--- src/rtl/core_pkg.sv ---
/*
 * Pipeline-level definitions of the core.
 * Holds the ALU operation codes passed from decode to execute and the PC step.
 */
`default_nettype none

package core_pkg;

  typedef enum logic [2:0] {
    ALU_ADD,
    ALU_SUB,
    ALU_AND,
    ALU_OR,
    ALU_XOR,
    ALU_SLT,
    ALU_PASS_B  // LUI, result is the U immediate
  } alu_op_e;

  // Byte distance between consecutive instructions
  localparam logic [31:0] PC_STEP = 32'd4;

endpackage

`default_nettype wire

--- src/rtl/riscv_isa_pkg.sv ---
/*
 * RV32I encoding constants for the integer subset this core executes.
 * The decoder takes the opcodes and function codes from here, and every
 * module takes its data, instruction and register index widths.
 */
`default_nettype none

package riscv_isa_pkg;

  localparam int XLEN       = 32;
  localparam int ILEN       = 32;
  localparam int REG_ADDR_W = 5;

  // Major opcodes, instr[6:0]
  typedef enum logic [6:0] {
    OPC_OP     = 7'b0110011,  // Register-register ALU
    OPC_OP_IMM = 7'b0010011,
    OPC_LUI    = 7'b0110111,
    OPC_BRANCH = 7'b1100011
  } opcode_e;

  // funct3, instr[14:12]
  localparam logic [2:0] F3_ADD_SUB = 3'b000;
  localparam logic [2:0] F3_SLT     = 3'b010;
  localparam logic [2:0] F3_XOR     = 3'b100;
  localparam logic [2:0] F3_OR      = 3'b110;
  localparam logic [2:0] F3_AND     = 3'b111;
  localparam logic [2:0] F3_BEQ     = 3'b000;
  localparam logic [2:0] F3_BNE     = 3'b001;

  localparam logic [6:0] F7_SUB = 7'b0100000;  // funct7 of SUB

  // ADDI x0, x0, 0
  localparam logic [ILEN-1:0] INSN_NOP = 32'h0000_0013;

endpackage

`default_nettype wire
--- src/rtl/riscv_core.sv ---
/*
 * Top level of the RV32I integer pipeline. Connects fetch, decode, execute
 * and the control unit to the instruction port and the retirement trace.
 */
`timescale 1ns/1ps
`default_nettype none

module riscv_core (
  input  logic                                 clk_i,
  input  logic                                 rst_i,
  input  logic [riscv_isa_pkg::XLEN-1:0]       boot_addr_i,
  input  logic                                 instr_rvalid_i,
  input  logic [riscv_isa_pkg::ILEN-1:0]       instr_rdata_i,
  output logic                                 instr_req_o,
  output logic [riscv_isa_pkg::XLEN-1:0]       instr_addr_o,
  output logic                                 retire_valid_o,
  output logic [riscv_isa_pkg::XLEN-1:0]       retire_pc_o,
  output logic [riscv_isa_pkg::ILEN-1:0]       retire_insn_o,
  output logic [riscv_isa_pkg::REG_ADDR_W-1:0] retire_rd_addr_o,
  output logic [riscv_isa_pkg::XLEN-1:0]       retire_rd_wdata_o
);
  import riscv_isa_pkg::*;
  import core_pkg::*;

  logic                  f_valid;
  logic [ILEN-1:0]       f_instr;
  logic [XLEN-1:0]       f_pc;

  logic [REG_ADDR_W-1:0] d_rs1_addr, d_rs2_addr, d_rd_addr;
  logic                  d_rs1_used, d_rs2_used;
  logic                  d_valid, d_rd_we, d_branch, d_branch_ne;
  logic [XLEN-1:0]       d_pc, d_op1, d_op2, d_target_pc;
  logic [ILEN-1:0]       d_instr;
  alu_op_e               d_alu_op;

  logic                  branch_taken;
  logic [XLEN-1:0]       branch_target;
  logic                  w_rd_we;
  logic [REG_ADDR_W-1:0] w_rd_addr;
  logic [XLEN-1:0]       w_rd_wdata;

  logic                  stall_f, stall_d, kill_f, kill_d, force_pc_valid;
  logic [XLEN-1:0]       force_pc;

  fetch_stage i_fetch_stage (
    .clk_i            ( clk_i          ),
    .rst_i            ( rst_i          ),
    .boot_addr_i      ( boot_addr_i    ),
    .instr_rvalid_i   ( instr_rvalid_i ),
    .instr_rdata_i    ( instr_rdata_i  ),
    .stall_i          ( stall_f        ),
    .kill_i           ( kill_f         ),
    .force_pc_valid_i ( force_pc_valid ),
    .force_pc_i       ( force_pc       ),
    .instr_req_o      ( instr_req_o    ),
    .instr_addr_o     ( instr_addr_o   ),
    .f_valid_o        ( f_valid        ),
    .f_instr_o        ( f_instr        ),
    .f_pc_o           ( f_pc           )
  );

  decode_stage i_decode_stage (
    .clk_i         ( clk_i       ),
    .rst_i         ( rst_i       ),
    .f_valid_i     ( f_valid     ),
    .f_instr_i     ( f_instr     ),
    .f_pc_i        ( f_pc        ),
    .stall_i       ( stall_d     ),
    .kill_i        ( kill_d      ),
    .w_rd_we_i     ( w_rd_we     ),
    .w_rd_addr_i   ( w_rd_addr   ),
    .w_rd_wdata_i  ( w_rd_wdata  ),
    .d_rs1_addr_o  ( d_rs1_addr  ),
    .d_rs1_used_o  ( d_rs1_used  ),
    .d_rs2_addr_o  ( d_rs2_addr  ),
    .d_rs2_used_o  ( d_rs2_used  ),
    .d_valid_o     ( d_valid     ),
    .d_pc_o        ( d_pc        ),
    .d_instr_o     ( d_instr     ),
    .d_op1_o       ( d_op1       ),
    .d_op2_o       ( d_op2       ),
    .d_alu_op_o    ( d_alu_op    ),
    .d_rd_addr_o   ( d_rd_addr   ),
    .d_rd_we_o     ( d_rd_we     ),
    .d_branch_o    ( d_branch    ),
    .d_branch_ne_o ( d_branch_ne ),
    .d_target_pc_o ( d_target_pc )
  );

  execute_stage i_execute_stage (
    .clk_i             ( clk_i             ),
    .rst_i             ( rst_i             ),
    .d_valid_i         ( d_valid           ),
    .d_pc_i            ( d_pc              ),
    .d_instr_i         ( d_instr           ),
    .d_op1_i           ( d_op1             ),
    .d_op2_i           ( d_op2             ),
    .d_alu_op_i        ( d_alu_op          ),
    .d_rd_addr_i       ( d_rd_addr         ),
    .d_rd_we_i         ( d_rd_we           ),
    .d_branch_i        ( d_branch          ),
    .d_branch_ne_i     ( d_branch_ne       ),
    .d_target_pc_i     ( d_target_pc       ),
    .branch_taken_o    ( branch_taken      ),
    .branch_target_o   ( branch_target     ),
    .w_rd_we_o         ( w_rd_we           ),
    .w_rd_addr_o       ( w_rd_addr         ),
    .w_rd_wdata_o      ( w_rd_wdata        ),
    .retire_valid_o    ( retire_valid_o    ),
    .retire_pc_o       ( retire_pc_o       ),
    .retire_insn_o     ( retire_insn_o     ),
    .retire_rd_addr_o  ( retire_rd_addr_o  ),
    .retire_rd_wdata_o ( retire_rd_wdata_o )
  );

  // The decode register is the instruction now in execute
  control_unit i_control_unit (
    .d_rs1_addr_i     ( d_rs1_addr     ),
    .d_rs1_used_i     ( d_rs1_used     ),
    .d_rs2_addr_i     ( d_rs2_addr     ),
    .d_rs2_used_i     ( d_rs2_used     ),
    .e_valid_i        ( d_valid        ),
    .e_rd_we_i        ( d_rd_we        ),
    .e_rd_addr_i      ( d_rd_addr      ),
    .branch_taken_i   ( branch_taken   ),
    .branch_target_i  ( branch_target  ),
    .stall_f_o        ( stall_f        ),
    .stall_d_o        ( stall_d        ),
    .kill_f_o         ( kill_f         ),
    .kill_d_o         ( kill_d         ),
    .force_pc_valid_o ( force_pc_valid ),
    .force_pc_o       ( force_pc       )
  );

endmodule

`default_nettype wire

--- src/rtl/control_unit.sv ---
/*
 * Pipeline control. Stalls fetch and decode on a read-after-write hazard
 * against the instruction in execute, and on a taken branch kills the two
 * younger stages and redirects fetch.
 */
`timescale 1ns/1ps
`default_nettype none

module control_unit (
  input  logic [riscv_isa_pkg::REG_ADDR_W-1:0] d_rs1_addr_i,
  input  logic                                 d_rs1_used_i,
  input  logic [riscv_isa_pkg::REG_ADDR_W-1:0] d_rs2_addr_i,
  input  logic                                 d_rs2_used_i,
  input  logic                                 e_valid_i,
  input  logic                                 e_rd_we_i,
  input  logic [riscv_isa_pkg::REG_ADDR_W-1:0] e_rd_addr_i,
  input  logic                                 branch_taken_i,
  input  logic [riscv_isa_pkg::XLEN-1:0]       branch_target_i,
  output logic                                 stall_f_o,
  output logic                                 stall_d_o,
  output logic                                 kill_f_o,
  output logic                                 kill_d_o,
  output logic                                 force_pc_valid_o,
  output logic [riscv_isa_pkg::XLEN-1:0]       force_pc_o
);

  logic rs1_hazard, rs2_hazard, hazard;

  // x0 never carries a dependency
  assign rs1_hazard = d_rs1_used_i && (d_rs1_addr_i != '0) && (d_rs1_addr_i == e_rd_addr_i);
  assign rs2_hazard = d_rs2_used_i && (d_rs2_addr_i != '0) && (d_rs2_addr_i == e_rd_addr_i);
  assign hazard     = e_valid_i && e_rd_we_i && (rs1_hazard || rs2_hazard);

  assign stall_f_o = hazard && !branch_taken_i;  // Kill wins
  assign stall_d_o = hazard && !branch_taken_i;

  assign kill_f_o         = branch_taken_i;
  assign kill_d_o         = branch_taken_i;
  assign force_pc_valid_o = branch_taken_i;
  assign force_pc_o       = branch_target_i;

endmodule

`default_nettype wire

--- src/rtl/execute_stage.sv ---
/*
 * Execute stage. Runs the ALU, resolves branches against the operands and
 * registers the result into the writeback register, which both writes the
 * register file and presents the retirement trace.
 */
`timescale 1ns/1ps
`default_nettype none

module execute_stage (
  input  logic                                 clk_i,
  input  logic                                 rst_i,
  input  logic                                 d_valid_i,
  input  logic [riscv_isa_pkg::XLEN-1:0]       d_pc_i,
  input  logic [riscv_isa_pkg::ILEN-1:0]       d_instr_i,
  input  logic [riscv_isa_pkg::XLEN-1:0]       d_op1_i,
  input  logic [riscv_isa_pkg::XLEN-1:0]       d_op2_i,
  input  core_pkg::alu_op_e                    d_alu_op_i,
  input  logic [riscv_isa_pkg::REG_ADDR_W-1:0] d_rd_addr_i,
  input  logic                                 d_rd_we_i,
  input  logic                                 d_branch_i,
  input  logic                                 d_branch_ne_i,
  input  logic [riscv_isa_pkg::XLEN-1:0]       d_target_pc_i,
  output logic                                 branch_taken_o,
  output logic [riscv_isa_pkg::XLEN-1:0]       branch_target_o,
  output logic                                 w_rd_we_o,
  output logic [riscv_isa_pkg::REG_ADDR_W-1:0] w_rd_addr_o,
  output logic [riscv_isa_pkg::XLEN-1:0]       w_rd_wdata_o,
  output logic                                 retire_valid_o,
  output logic [riscv_isa_pkg::XLEN-1:0]       retire_pc_o,
  output logic [riscv_isa_pkg::ILEN-1:0]       retire_insn_o,
  output logic [riscv_isa_pkg::REG_ADDR_W-1:0] retire_rd_addr_o,
  output logic [riscv_isa_pkg::XLEN-1:0]       retire_rd_wdata_o
);
  import riscv_isa_pkg::*;
  import core_pkg::*;

  logic [XLEN-1:0]       alu_result;
  logic                  rd_write;
  logic [REG_ADDR_W-1:0] rd_addr_q;
  logic [XLEN-1:0]       rd_wdata_q;

  always_comb begin
    case (d_alu_op_i)
      ALU_SUB:    alu_result = d_op1_i - d_op2_i;
      ALU_AND:    alu_result = d_op1_i & d_op2_i;
      ALU_OR:     alu_result = d_op1_i | d_op2_i;
      ALU_XOR:    alu_result = d_op1_i ^ d_op2_i;
      ALU_SLT:    alu_result = {31'b0, $signed(d_op1_i) < $signed(d_op2_i)};
      ALU_PASS_B: alu_result = d_op2_i;
      default:    alu_result = d_op1_i + d_op2_i;
    endcase
  end

  // BEQ on equal, BNE on not equal
  assign branch_taken_o  = d_valid_i && d_branch_i && ((d_op1_i == d_op2_i) != d_branch_ne_i);
  assign branch_target_o = d_target_pc_i;

  assign rd_write = d_rd_we_i && (d_rd_addr_i != '0);  // x0 stays zero

  ////////////////////
  // Writeback register
  ////////////////////

  always_ff @(posedge clk_i) begin
    if (rst_i) begin
      retire_valid_o <= 1'b0;
      w_rd_we_o      <= 1'b0;
    end else begin
      retire_valid_o <= d_valid_i;
      w_rd_we_o      <= d_valid_i && rd_write;
    end
  end

  always_ff @(posedge clk_i) begin
    retire_pc_o   <= d_pc_i;
    retire_insn_o <= d_instr_i;
    rd_addr_q     <= rd_write ? d_rd_addr_i : '0;
    rd_wdata_q    <= rd_write ? alu_result : '0;
  end

  assign w_rd_addr_o       = rd_addr_q;
  assign w_rd_wdata_o      = rd_wdata_q;
  assign retire_rd_addr_o  = rd_addr_q;
  assign retire_rd_wdata_o = rd_wdata_q;

endmodule

`default_nettype wire

--- src/rtl/decode_stage.sv ---
/*
 * Decode stage. Decodes the instruction in the fetch register, reads the
 * register file and fills the decode register. The register file is written
 * from the writeback register, with the new value visible to a same-cycle read.
 */
`timescale 1ns/1ps
`default_nettype none

module decode_stage (
  input  logic                                 clk_i,
  input  logic                                 rst_i,
  input  logic                                 f_valid_i,
  input  logic [riscv_isa_pkg::ILEN-1:0]       f_instr_i,
  input  logic [riscv_isa_pkg::XLEN-1:0]       f_pc_i,
  input  logic                                 stall_i,
  input  logic                                 kill_i,
  input  logic                                 w_rd_we_i,
  input  logic [riscv_isa_pkg::REG_ADDR_W-1:0] w_rd_addr_i,
  input  logic [riscv_isa_pkg::XLEN-1:0]       w_rd_wdata_i,
  output logic [riscv_isa_pkg::REG_ADDR_W-1:0] d_rs1_addr_o,
  output logic                                 d_rs1_used_o,
  output logic [riscv_isa_pkg::REG_ADDR_W-1:0] d_rs2_addr_o,
  output logic                                 d_rs2_used_o,
  output logic                                 d_valid_o,
  output logic [riscv_isa_pkg::XLEN-1:0]       d_pc_o,
  output logic [riscv_isa_pkg::ILEN-1:0]       d_instr_o,
  output logic [riscv_isa_pkg::XLEN-1:0]       d_op1_o,
  output logic [riscv_isa_pkg::XLEN-1:0]       d_op2_o,
  output core_pkg::alu_op_e                    d_alu_op_o,
  output logic [riscv_isa_pkg::REG_ADDR_W-1:0] d_rd_addr_o,
  output logic                                 d_rd_we_o,
  output logic                                 d_branch_o,
  output logic                                 d_branch_ne_o,
  output logic [riscv_isa_pkg::XLEN-1:0]       d_target_pc_o
);
  import riscv_isa_pkg::*;
  import core_pkg::*;

  logic [2:0]      funct3;
  logic [XLEN-1:0] imm_i, imm_u, imm_b;
  logic [XLEN-1:0] rs1_data, rs2_data, op2;
  alu_op_e         alu_op;
  logic            rs1_used, rs2_used, rd_we, branch;
  logic            load_d;
  logic [XLEN-1:0] regs [1:31];

  function automatic alu_op_e alu_from_f3(input logic [2:0] f3, input logic sub);
    case (f3)
      F3_ADD_SUB: return sub ? ALU_SUB : ALU_ADD;
      F3_SLT:     return ALU_SLT;
      F3_XOR:     return ALU_XOR;
      F3_OR:      return ALU_OR;
      F3_AND:     return ALU_AND;
      default:    return ALU_ADD;
    endcase
  endfunction

  assign funct3       = f_instr_i[14:12];
  assign d_rs1_addr_o = f_instr_i[19:15];
  assign d_rs2_addr_o = f_instr_i[24:20];
  assign d_rs1_used_o = f_valid_i && rs1_used;
  assign d_rs2_used_o = f_valid_i && rs2_used;

  assign imm_i = {{20{f_instr_i[31]}}, f_instr_i[31:20]};
  assign imm_u = {f_instr_i[31:12], 12'b0};
  assign imm_b = {{20{f_instr_i[31]}}, f_instr_i[7], f_instr_i[30:25], f_instr_i[11:8], 1'b0};

  always_comb begin
    rs1_used = 1'b0;
    rs2_used = 1'b0;
    rd_we    = 1'b0;
    branch   = 1'b0;
    alu_op   = ALU_ADD;
    op2      = imm_i;
    case (opcode_e'(f_instr_i[6:0]))
      OPC_OP: begin
        rs1_used = 1'b1;
        rs2_used = 1'b1;
        rd_we    = 1'b1;
        op2      = rs2_data;
        alu_op   = alu_from_f3(funct3, f_instr_i[31:25] == F7_SUB);
      end
      OPC_OP_IMM: begin
        rs1_used = 1'b1;
        rd_we    = 1'b1;
        alu_op   = alu_from_f3(funct3, 1'b0);
      end
      OPC_LUI: begin
        rd_we  = 1'b1;
        op2    = imm_u;
        alu_op = ALU_PASS_B;
      end
      OPC_BRANCH: begin
        rs1_used = 1'b1;
        rs2_used = 1'b1;
        op2      = rs2_data;
        branch   = (funct3 == F3_BEQ) || (funct3 == F3_BNE);
      end
      default: ;  // Retires without effect
    endcase
  end

  ////////////////////
  // Register file
  ////////////////////

  assign rs1_data = (d_rs1_addr_o == '0) ? '0 :
                    (w_rd_we_i && w_rd_addr_i == d_rs1_addr_o) ? w_rd_wdata_i :
                    regs[d_rs1_addr_o];
  assign rs2_data = (d_rs2_addr_o == '0) ? '0 :
                    (w_rd_we_i && w_rd_addr_i == d_rs2_addr_o) ? w_rd_wdata_i :
                    regs[d_rs2_addr_o];

  always_ff @(posedge clk_i) begin
    if (w_rd_we_i && w_rd_addr_i != '0) regs[w_rd_addr_i] <= w_rd_wdata_i;
  end

  ////////////////////
  // Decode register
  ////////////////////

  assign load_d = f_valid_i && !stall_i && !kill_i;  // Otherwise a bubble

  always_ff @(posedge clk_i) begin
    if (rst_i) begin
      d_valid_o  <= 1'b0;
      d_rd_we_o  <= 1'b0;
      d_branch_o <= 1'b0;
    end else begin
      d_valid_o  <= load_d;
      d_rd_we_o  <= load_d && rd_we;
      d_branch_o <= load_d && branch;
    end
  end

  always_ff @(posedge clk_i) begin
    d_pc_o        <= f_pc_i;
    d_instr_o     <= load_d ? f_instr_i : INSN_NOP;
    d_op1_o       <= rs1_data;
    d_op2_o       <= op2;
    d_alu_op_o    <= alu_op;
    d_rd_addr_o   <= f_instr_i[11:7];
    d_branch_ne_o <= (funct3 == F3_BNE);
    d_target_pc_o <= f_pc_i + imm_b;
  end

endmodule

`default_nettype wire

--- src/rtl/fetch_stage.sv ---
/*
 * Fetch stage. Keeps the PC, issues one instruction request at a time and
 * captures the response into the fetch register. A kill while a request is
 * pending lets the stale response pass by unused.
 */
`timescale 1ns/1ps
`default_nettype none

module fetch_stage (
  input  logic                           clk_i,
  input  logic                           rst_i,
  input  logic [riscv_isa_pkg::XLEN-1:0] boot_addr_i,
  input  logic                           instr_rvalid_i,
  input  logic [riscv_isa_pkg::ILEN-1:0] instr_rdata_i,
  input  logic                           stall_i,
  input  logic                           kill_i,
  input  logic                           force_pc_valid_i,
  input  logic [riscv_isa_pkg::XLEN-1:0] force_pc_i,
  output logic                           instr_req_o,
  output logic [riscv_isa_pkg::XLEN-1:0] instr_addr_o,
  output logic                           f_valid_o,
  output logic [riscv_isa_pkg::ILEN-1:0] f_instr_o,
  output logic [riscv_isa_pkg::XLEN-1:0] f_pc_o
);
  import core_pkg::*;

  typedef enum logic [1:0] {
    S_ISSUE,
    S_WAIT,
    S_DISCARD  // Drop the response of a killed request
  } fetch_state_e;

  fetch_state_e state_q;
  logic [31:0]  pc_q;
  logic         rsp_take;

  // Only ask when the fetch register is empty or drains this cycle
  assign instr_req_o  = !rst_i && (state_q == S_ISSUE) &&
                        (!f_valid_o || !stall_i) && !kill_i;
  assign instr_addr_o = pc_q;
  assign rsp_take     = (state_q == S_WAIT) && instr_rvalid_i && !kill_i;

  always_ff @(posedge clk_i) begin
    if (rst_i) begin
      state_q <= S_ISSUE;
      pc_q    <= boot_addr_i;
    end else begin
      case (state_q)
        S_ISSUE: begin
          if (instr_req_o) state_q <= S_WAIT;
        end
        S_WAIT: begin
          if (instr_rvalid_i) state_q <= S_ISSUE;
          else if (kill_i)    state_q <= S_DISCARD;
        end
        S_DISCARD: begin
          if (instr_rvalid_i) state_q <= S_ISSUE;
        end
        default: state_q <= S_ISSUE;
      endcase

      if (force_pc_valid_i) pc_q <= force_pc_i;
      else if (rsp_take)    pc_q <= pc_q + PC_STEP;
    end
  end

  ////////////////////
  // Fetch register
  ////////////////////

  always_ff @(posedge clk_i) begin
    if (rst_i)         f_valid_o <= 1'b0;
    else if (kill_i)   f_valid_o <= 1'b0;
    else if (rsp_take) f_valid_o <= 1'b1;
    else if (!stall_i) f_valid_o <= 1'b0;  // Taken by decode
  end

  always_ff @(posedge clk_i) begin
    if (rsp_take) begin
      f_instr_o <= instr_rdata_i;
      f_pc_o    <= pc_q;
    end
  end

endmodule

`default_nettype wire

--- config.mk ---
export PLATFORM = sky130hd
export DESIGN_NAME = riscv_core
export DESIGN_NICKNAME = d
export VERILOG_FILES = /design/src/rtl/core_pkg.sv /design/src/rtl/riscv_isa_pkg.sv /design/src/rtl/riscv_core.sv /design/src/rtl/control_unit.sv /design/src/rtl/execute_stage.sv /design/src/rtl/decode_stage.sv /design/src/rtl/fetch_stage.sv
export SDC_FILE = /design/constraint.sdc
export NUM_CORES = 2
export LEC_CHECK = 0
export BUFFER_PORTS_ARGS = -buffer_cell sky130_fd_sc_hd__buf_2
export CORE_MARGIN = 3
export CORE_UTILIZATION = 51
export DETAILED_ROUTE_END_ITERATION = 12
export PLACE_DENSITY = 0.72
export SLEW_MARGIN = 20
export SYNTH_ARGS = -nofsm -noshare
export SYNTH_HDL_FRONTEND = slang
export SYNTH_SLANG_ARGS = --single-unit
export TNS_END_PERCENT = 5
--- constraint.sdc ---
create_clock -name clk_i -period 15.6 [get_ports clk_i]
set_input_delay 1.56 -clock clk_i [delete_from_list [all_inputs] [get_ports clk_i]]
set_output_delay 1.56 -clock clk_i [all_outputs]
set_load 0.05 [all_outputs]
After elaboration in Yosys (flattened, before gate mapping)

Memory sizes are Yosys's and may differ from the RTL's. A register that Yosys moved wholly into a read port is not among the register bits.
Index checks and enable logic that the tools add are counted.

Register bits: 342
RAM bits: 992
Bits of input ports: 67
Output and inout port bits: 135
Word-level logic and storage cells: 127
Memories kept: 1

Add/sub/neg operators: 4
Magnitude comparators: 1
Equal/unequal tests: 27
Muxes and demuxes: 25
Bitwise logic cells: 3
Reduce and logical (&&, ||, !) cells: 45

Memory list:

| name                | words | width | rd ports | clocked after Yosys merged registers in | wr ports | line               | source |
|---|---|---|---|---|---|---|---|
| i_decode_stage.regs | 31    | 32    | 2        | 2                                       | 1        | decode_stage.sv:45 | `logic [XLEN-1:0] regs [1:31];` |

Operators by type and width:

| operator                | count |
|---|---|
| $pmux W32 S6            | 1 |
| $mux W32                | 5 |
| $add A32 B32 Y32        | 2 |
| $pmux W32 S2            | 1 |
| $add A32 B3 Y32 const B | 1 |
| $and A32 B32 Y32        | 1 |
| $eq A32 B32 Y1          | 1 |
| $lt A32 B32 Y1          | 1 |
| $or A32 B32 Y32         | 1 |
| $sub A32 B32 Y32        | 1 |
| $xor A32 B32 Y32        | 1 |
| $logic_and A1 B1 Y1     | 24 |
| $eq A7 B6 Y1 const B    | 3 |
| $reduce_bool A5 Y1      | 4 |
| $eq A3 B3 Y1 const B    | 6 |
| $eq A5 B5 Y1            | 3 |
| $pmux W3 S5             | 1 |
| $pmux W3 S4             | 1 |
| $logic_not A5 Y1        | 2 |
| $eq A3 B2 Y1 const B    | 3 |
| $mux W1                 | 9 |
| $pmux W3 S3             | 1 |
| $mux W2                 | 4 |
| $eq A7 B5 Y1 const B    | 1 |
| 17 further kinds        | 27 |

Logic depth before layout (Yosys ltp)

Depth in word-level cells: 15
Depth in mapped cells: 14
Gate-level depth less buffers: 14

Modules after synthesis

Synthesis repeated with hierarchy kept, for this count alone.

Cell total of the unflattened synthesis: 4152
Area, all modules: 64879.7 um^2

By module, submodules not included:

| module        | instances | cells each | area an instance (um^2) | sequential area each (um^2) |
|---|---|---|---|---|
| decode_stage  | 1         | 2766       | 52037.4                 | 33211.9 |
| execute_stage | 1         | 1034       | 8244.2                  | 2062.0 |
| fetch_stage   | 1         | 295        | 4181.5                  | 2942.8 |
| control_unit  | 1         | 57         | 416.6                   | 0.0 |

Worst setup path after synthesis

No wires, ideal clock.

Path type: reg-to-output
Start: reg i_decode_stage.d_op1_o[23] (netlist bit) (read register of i_decode_stage.regs)
End: out instr_req_o
Data arrival time: 4.013 ns
Data required time: 14.040 ns
Setup slack: 10.027 ns
Stages on the path, launching flop included: 13
Buffers on the path: 2
Cell sequence: dfxtp_1 -> inv_1 -> ha_1 -> buf_2 -> nor4_1 -> and3_1 -> nand3_1 -> nor3_1 -> xnor2_1 -> nor2_2 -> or2_2 -> clkbuf_1 -> nor4b_1

Cells in the longest elaborated chain, start to end: 9

Ends and longest elaborated chain:

| what                  | line                                  | source |
|---|---|---|
| start, declared       | decode_stage.sv:27                    | `output logic [riscv_isa_pkg::XLEN-1:0] d_op1_o,` |
| $eq A32 B32 Y1 *      | execute_stage.sv:55                   | `assign branch_taken_o = d_valid_i && d_branch_i && ((d_op1_i == d_op2_i) != d_branch_ne_i);` |
| $ne A1 B1 Y1 *        | execute_stage.sv:55                   |  |
| $logic_and A1 B1 Y1 * | execute_stage.sv:55                   |  |
| $logic_not A1 Y1 *    | control_unit.sv:34, fetch_stage.sv:39 |  |
| $logic_and A1 B1 Y1   | control_unit.sv:34                    | `assign stall_f_o = hazard && !branch_taken_i;` |
| $logic_not A1 Y1      | fetch_stage.sv:39                     | `(!f_valid_o \|\| !stall_i) && !kill_i;` |
| $logic_or A1 B1 Y1    | fetch_stage.sv:39                     |  |
| $logic_and A1 B1 Y1   | fetch_stage.sv:38                     | `assign instr_req_o = !rst_i && (state_q == S_ISSUE) &&` |
| $logic_and A1 B1 Y1 * | fetch_stage.sv:39                     |  |
| end, declared         | riscv_core.sv:14                      | `output logic instr_req_o,` |

Mark *: on every way between the ends. The rest lies on a longest branch, timed or not.

Final worst setup path

Start: reg i_decode_stage.d_op1_o[22] (netlist bit) (read register of i_decode_stage.regs)
End: out instr_req_o

Same word-level chain as after synthesis.

==> flow_metrics.env <==
export IMPL_status="finished clean"
export IMPL_place_ws_ns=9.81
export IMPL_maxSlewViolCount=0
export IMPL_fin_util=0.578
export IMPL_grt_pass1_wl_mm=281
export IMPL_overflow=0
export IMPL_nFillCells=9473
export IMPL_clk_latency_ns=0.79
export IMPL_routedWlPerCell_um=31.0
export IMPL_drc_errors=0
export IMPL_swShare=0.235
export IMPL_nNetsFinal=4700
export IMPL_fin_crit_sh=0.427
export IMPL_grt_start_max_net_pins=139
export IMPL_synth_seq_cells=1370
export IMPL_cts_htree_levels=4
export IMPL_critPathArrivalTime_ns=5.10
export IMPL_grt_met3_usage=0.0718
export IMPL_synth_yosys_seq_area_share=0.595
export IMPL_timing_fmax_mhz=150
export IMPL_worstMarginPinSlew_ns=1.18
export IMPL_die_area_um2=131000
export IMPL_setup_viol=0
export IMPL_final_antenna_net_count=0
export IMPL_skew_ns=0.0323
export IMPL_power_switching_w=0.00187
export IMPL_gp_congestion=0.963
export IMPL_power_frac_clock=0.425
export IMPL_cp_required_ns=14.04
export IMPL_slew_headroom=0.212
export IMPL_synth_area_leaders="edfxtp_1 (51%), mux4_2 (16%), dfxtp_1 (8.8%)"
export IMPL_holdBufCountCts=0
export IMPL_fin_crit_ns=6.66
export IMPL_dieHeight_um=361
export IMPL_hpwl_mm=113
export IMPL_placed_area_um2=67400
export IMPL_p_int_w=0.00608
export IMPL_syn_nets=4547
export IMPL_ctsResizeCount=0
export IMPL_yosysMostFrequentCell="edfxtp_1"
export IMPL_cts_clk_slew_worst_paths_ns=0.06
export IMPL_path_max_fanout=69
export IMPL_hold_class="flop to flop"
export IMPL_grt_pass1_vias=41000
export IMPL_yosysWarnings=0
export IMPL_grt_use_met2=0.468
export IMPL_rsz0062_at_grt="no"
export IMPL_area_growth_pct=11.9
export IMPL_timing_final_ws_setup_ns=8.94
export IMPL_drive_gt1_frac=0.230
export IMPL_use_met1=0.395
export IMPL_postSynth_asyncResetShare=0
export IMPL_cts_buffers=143
export IMPL_antenna_found_initial=9
export IMPL_crit_type="flop to output port"
export IMPL_synth_top_area_cell="edfxtp_1"
export IMPL_post_drt_via_cell_ratio=6.63
export IMPL_routed_wl_mm=194
export IMPL_pin_count=202
export IMPL_grt_busiest_layer="met2"
export IMPL_clock_root_buffer="clkbuf_16"
export IMPL_ys_top_cells_by_count="edfxtp_1 (1088), mux4_2 (453), nor2_1 (334)"
export IMPL_synth_area_um2=64400
export IMPL_ir_drop_mv=0.104
export IMPL_drt_iter0_markers=5465
export IMPL_p_per_area_nw_per_um2=110
export IMPL_coreArea_um2=125000
export IMPL_first_pass_iters=6
export IMPL_reg2reg_slack_ns=10.30
export IMPL_portBuffers=201
export IMPL_initial_utilization=0.517
export IMPL_cp_end_kind="output port"
export IMPL_cts_tree="done"
export IMPL_cap_viol_max_count=0
export IMPL_leakagePower_nw=22.5
export IMPL_cp_start_kind="flop"
export IMPL_clkSinkCount=1370
export IMPL_synth_avg_cell_area_um2=14.8
export IMPL_die_x_um=361
export IMPL_sequentialPowerShare=0.504
export IMPL_grt_usage=0.296
export IMPL_synth_enable_flop_cells=1088
export IMPL_vias=41500
export IMPL_clk_path_buf_depth=3
export IMPL_postSynthCellCount=4350
export IMPL_finalSetupTns_ns=0
export IMPL_yosysTopAreaCellShare=0.507
export IMPL_share_comb_of_total_power=0.070
export IMPL_final_hold_viol_count=0
export IMPL_synth_cell_type_count=88
export IMPL_final_area_um2=72000
export IMPL_rows=129
export IMPL_power_total_w=0.00795
export IMPL_ys_flop_type="edfxtp_1"
export IMPL_postCtsSetupBuffers=0
worst paths after layout:
path                                         startpoint                                      end  cells after the start
hold / removal        i_decode_stage.d_pc_o[28]$_DFF_P_  i_execute_stage.retire_pc_o[28]$_DFF_P_                      0
setup reg to reg                                   flop       i_decode_stage.d_op2_o[16]$_DFF_P_                      8
setup / recovery  i_decode_stage.d_op1_o[22]$_SDFF_PP0_                              instr_req_o                     12
hold reg to reg       i_decode_stage.d_pc_o[28]$_DFF_P_  i_execute_stage.retire_pc_o[28]$_DFF_P_                      0
sequential cells by signal, summed over array words and instances, names as in the netlist, 3 cells and up, named ones only:
name and flops:
i_decode_stage.d_op1_o 32, i_execute_stage.retire_rd_wdata_o 32, i_decode_stage.regs 992, i_decode_stage.d_pc_o 32, i_fetch_stage.f_instr_o 32, i_fetch_stage.f_pc_o 32, i_decode_stage.d_op2_o 32, i_decode_stage.d_target_pc_o 31
i_decode_stage.d_rd_addr_o 5, i_decode_stage.d_alu_op_o 3, i_execute_stage.retire_rd_addr_o 5, i_fetch_stage.instr_addr_o 32, i_execute_stage.retire_pc_o 32, i_decode_stage.d_instr_o 32, i_execute_stage.retire_insn_o 32
layout make-up:
type | count | area, µm² | share of cell area
Sequential cell | 1370 | 38300 | 0.532
Multi-Input combinational cell | 2555 | 24700 | 0.343
Clock buffer | 190 | 3990 | 0.0554
Tap cell | 1637 | 2050 | 0.0284
Timing Repair Buffer | 315 | 1910 | 0.0265
Clock inverter | 71 | 631 | 0.00875
Inverter | 118 | 443 | 0.00615
Antenna cell | 2 | 5.00 | 0.0000695
stage by stage:
stage | cells | hold WS, ns
3_5_place_dp | 5995 | 0.312
3_3_place_gp | 5995 | 0.310
2_1_floorplan | 4350 | 0.310
5_1_grt | 6256 | 0.329
6_report | 6258 | 0.323
4_1_cts | 6256 | 0.326
power groups by stage:
stage               clock network, W  logic (W)  registers [W]
CTS                          0.00341   0.000554        0.00401
floorplan                          0   0.000374        0.00410
finish                       0.00338   0.000559        0.00401
global placement                   0   0.000548        0.00409
detailed placement                 0   0.000550        0.00409
global route                 0.00356   0.000597        0.00401
worst max-delay path, stage by stage, from the launching register on:
cell and delay (ns):
dfxtp_1 0.36, inv_1 0.06, ha_1 0.44, nor4_1 0.62, and3_1 0.30, nand3_1 0.10
nor3_1 0.50, xnor2_1 0.27, nor2_4 0.06, buf_4 0.34, or2_2 0.43, nor4b_1 0.45
buf_2 0.36
placed cells by master (no fill, tap or decap), types with 24 or more instances in the layout:
master,instances
clkinv_2,27
clkbuf_16,148
o21ai_1,36
ha_1,127
nor3_1,27
xor2_1,38
o221ai_1,38
o21ai_0,181
and2_1,40
xnor2_1,75
o22ai_1,56
dfxtp_1,274
a211oi_1,116
nor2_4,34
buf_4,110
buf_2,201
clkbuf_1,29
nor2_1,301
mux2i_1,262
nand3_1,32
inv_1,114
edfxtp_1,1088
a21o_1,24
nand2_1,143
mux4_2,453
a21oi_1,252
routing by layer:
layer  up-vias  routed length [µm]  share of wire
met5         -                  54        0.00028
met4         8                9150          0.047
met3       494               21300           0.11
met2      2484               90800           0.47
met1     21000               72800           0.38
li1      17500                   -              -
cell families (layout without fill, tap and decap cells):
logic type                 after synthesis  in the layout  share of synthesized area
AOI/OAI and AO/OA                      882            882                     0.0872
xor gates and xnor gates               113            113                     0.0154
other                                    0              2                          0
muxes                                  722            722                      0.200
adders and majority gates              130            130                     0.0256
DFF                                   1370           1370                      0.595
and+or+nand+nor                        708            708                     0.0502
buffers and inverters                  425            694                     0.0265
Power figures use the tool's default switching activity.
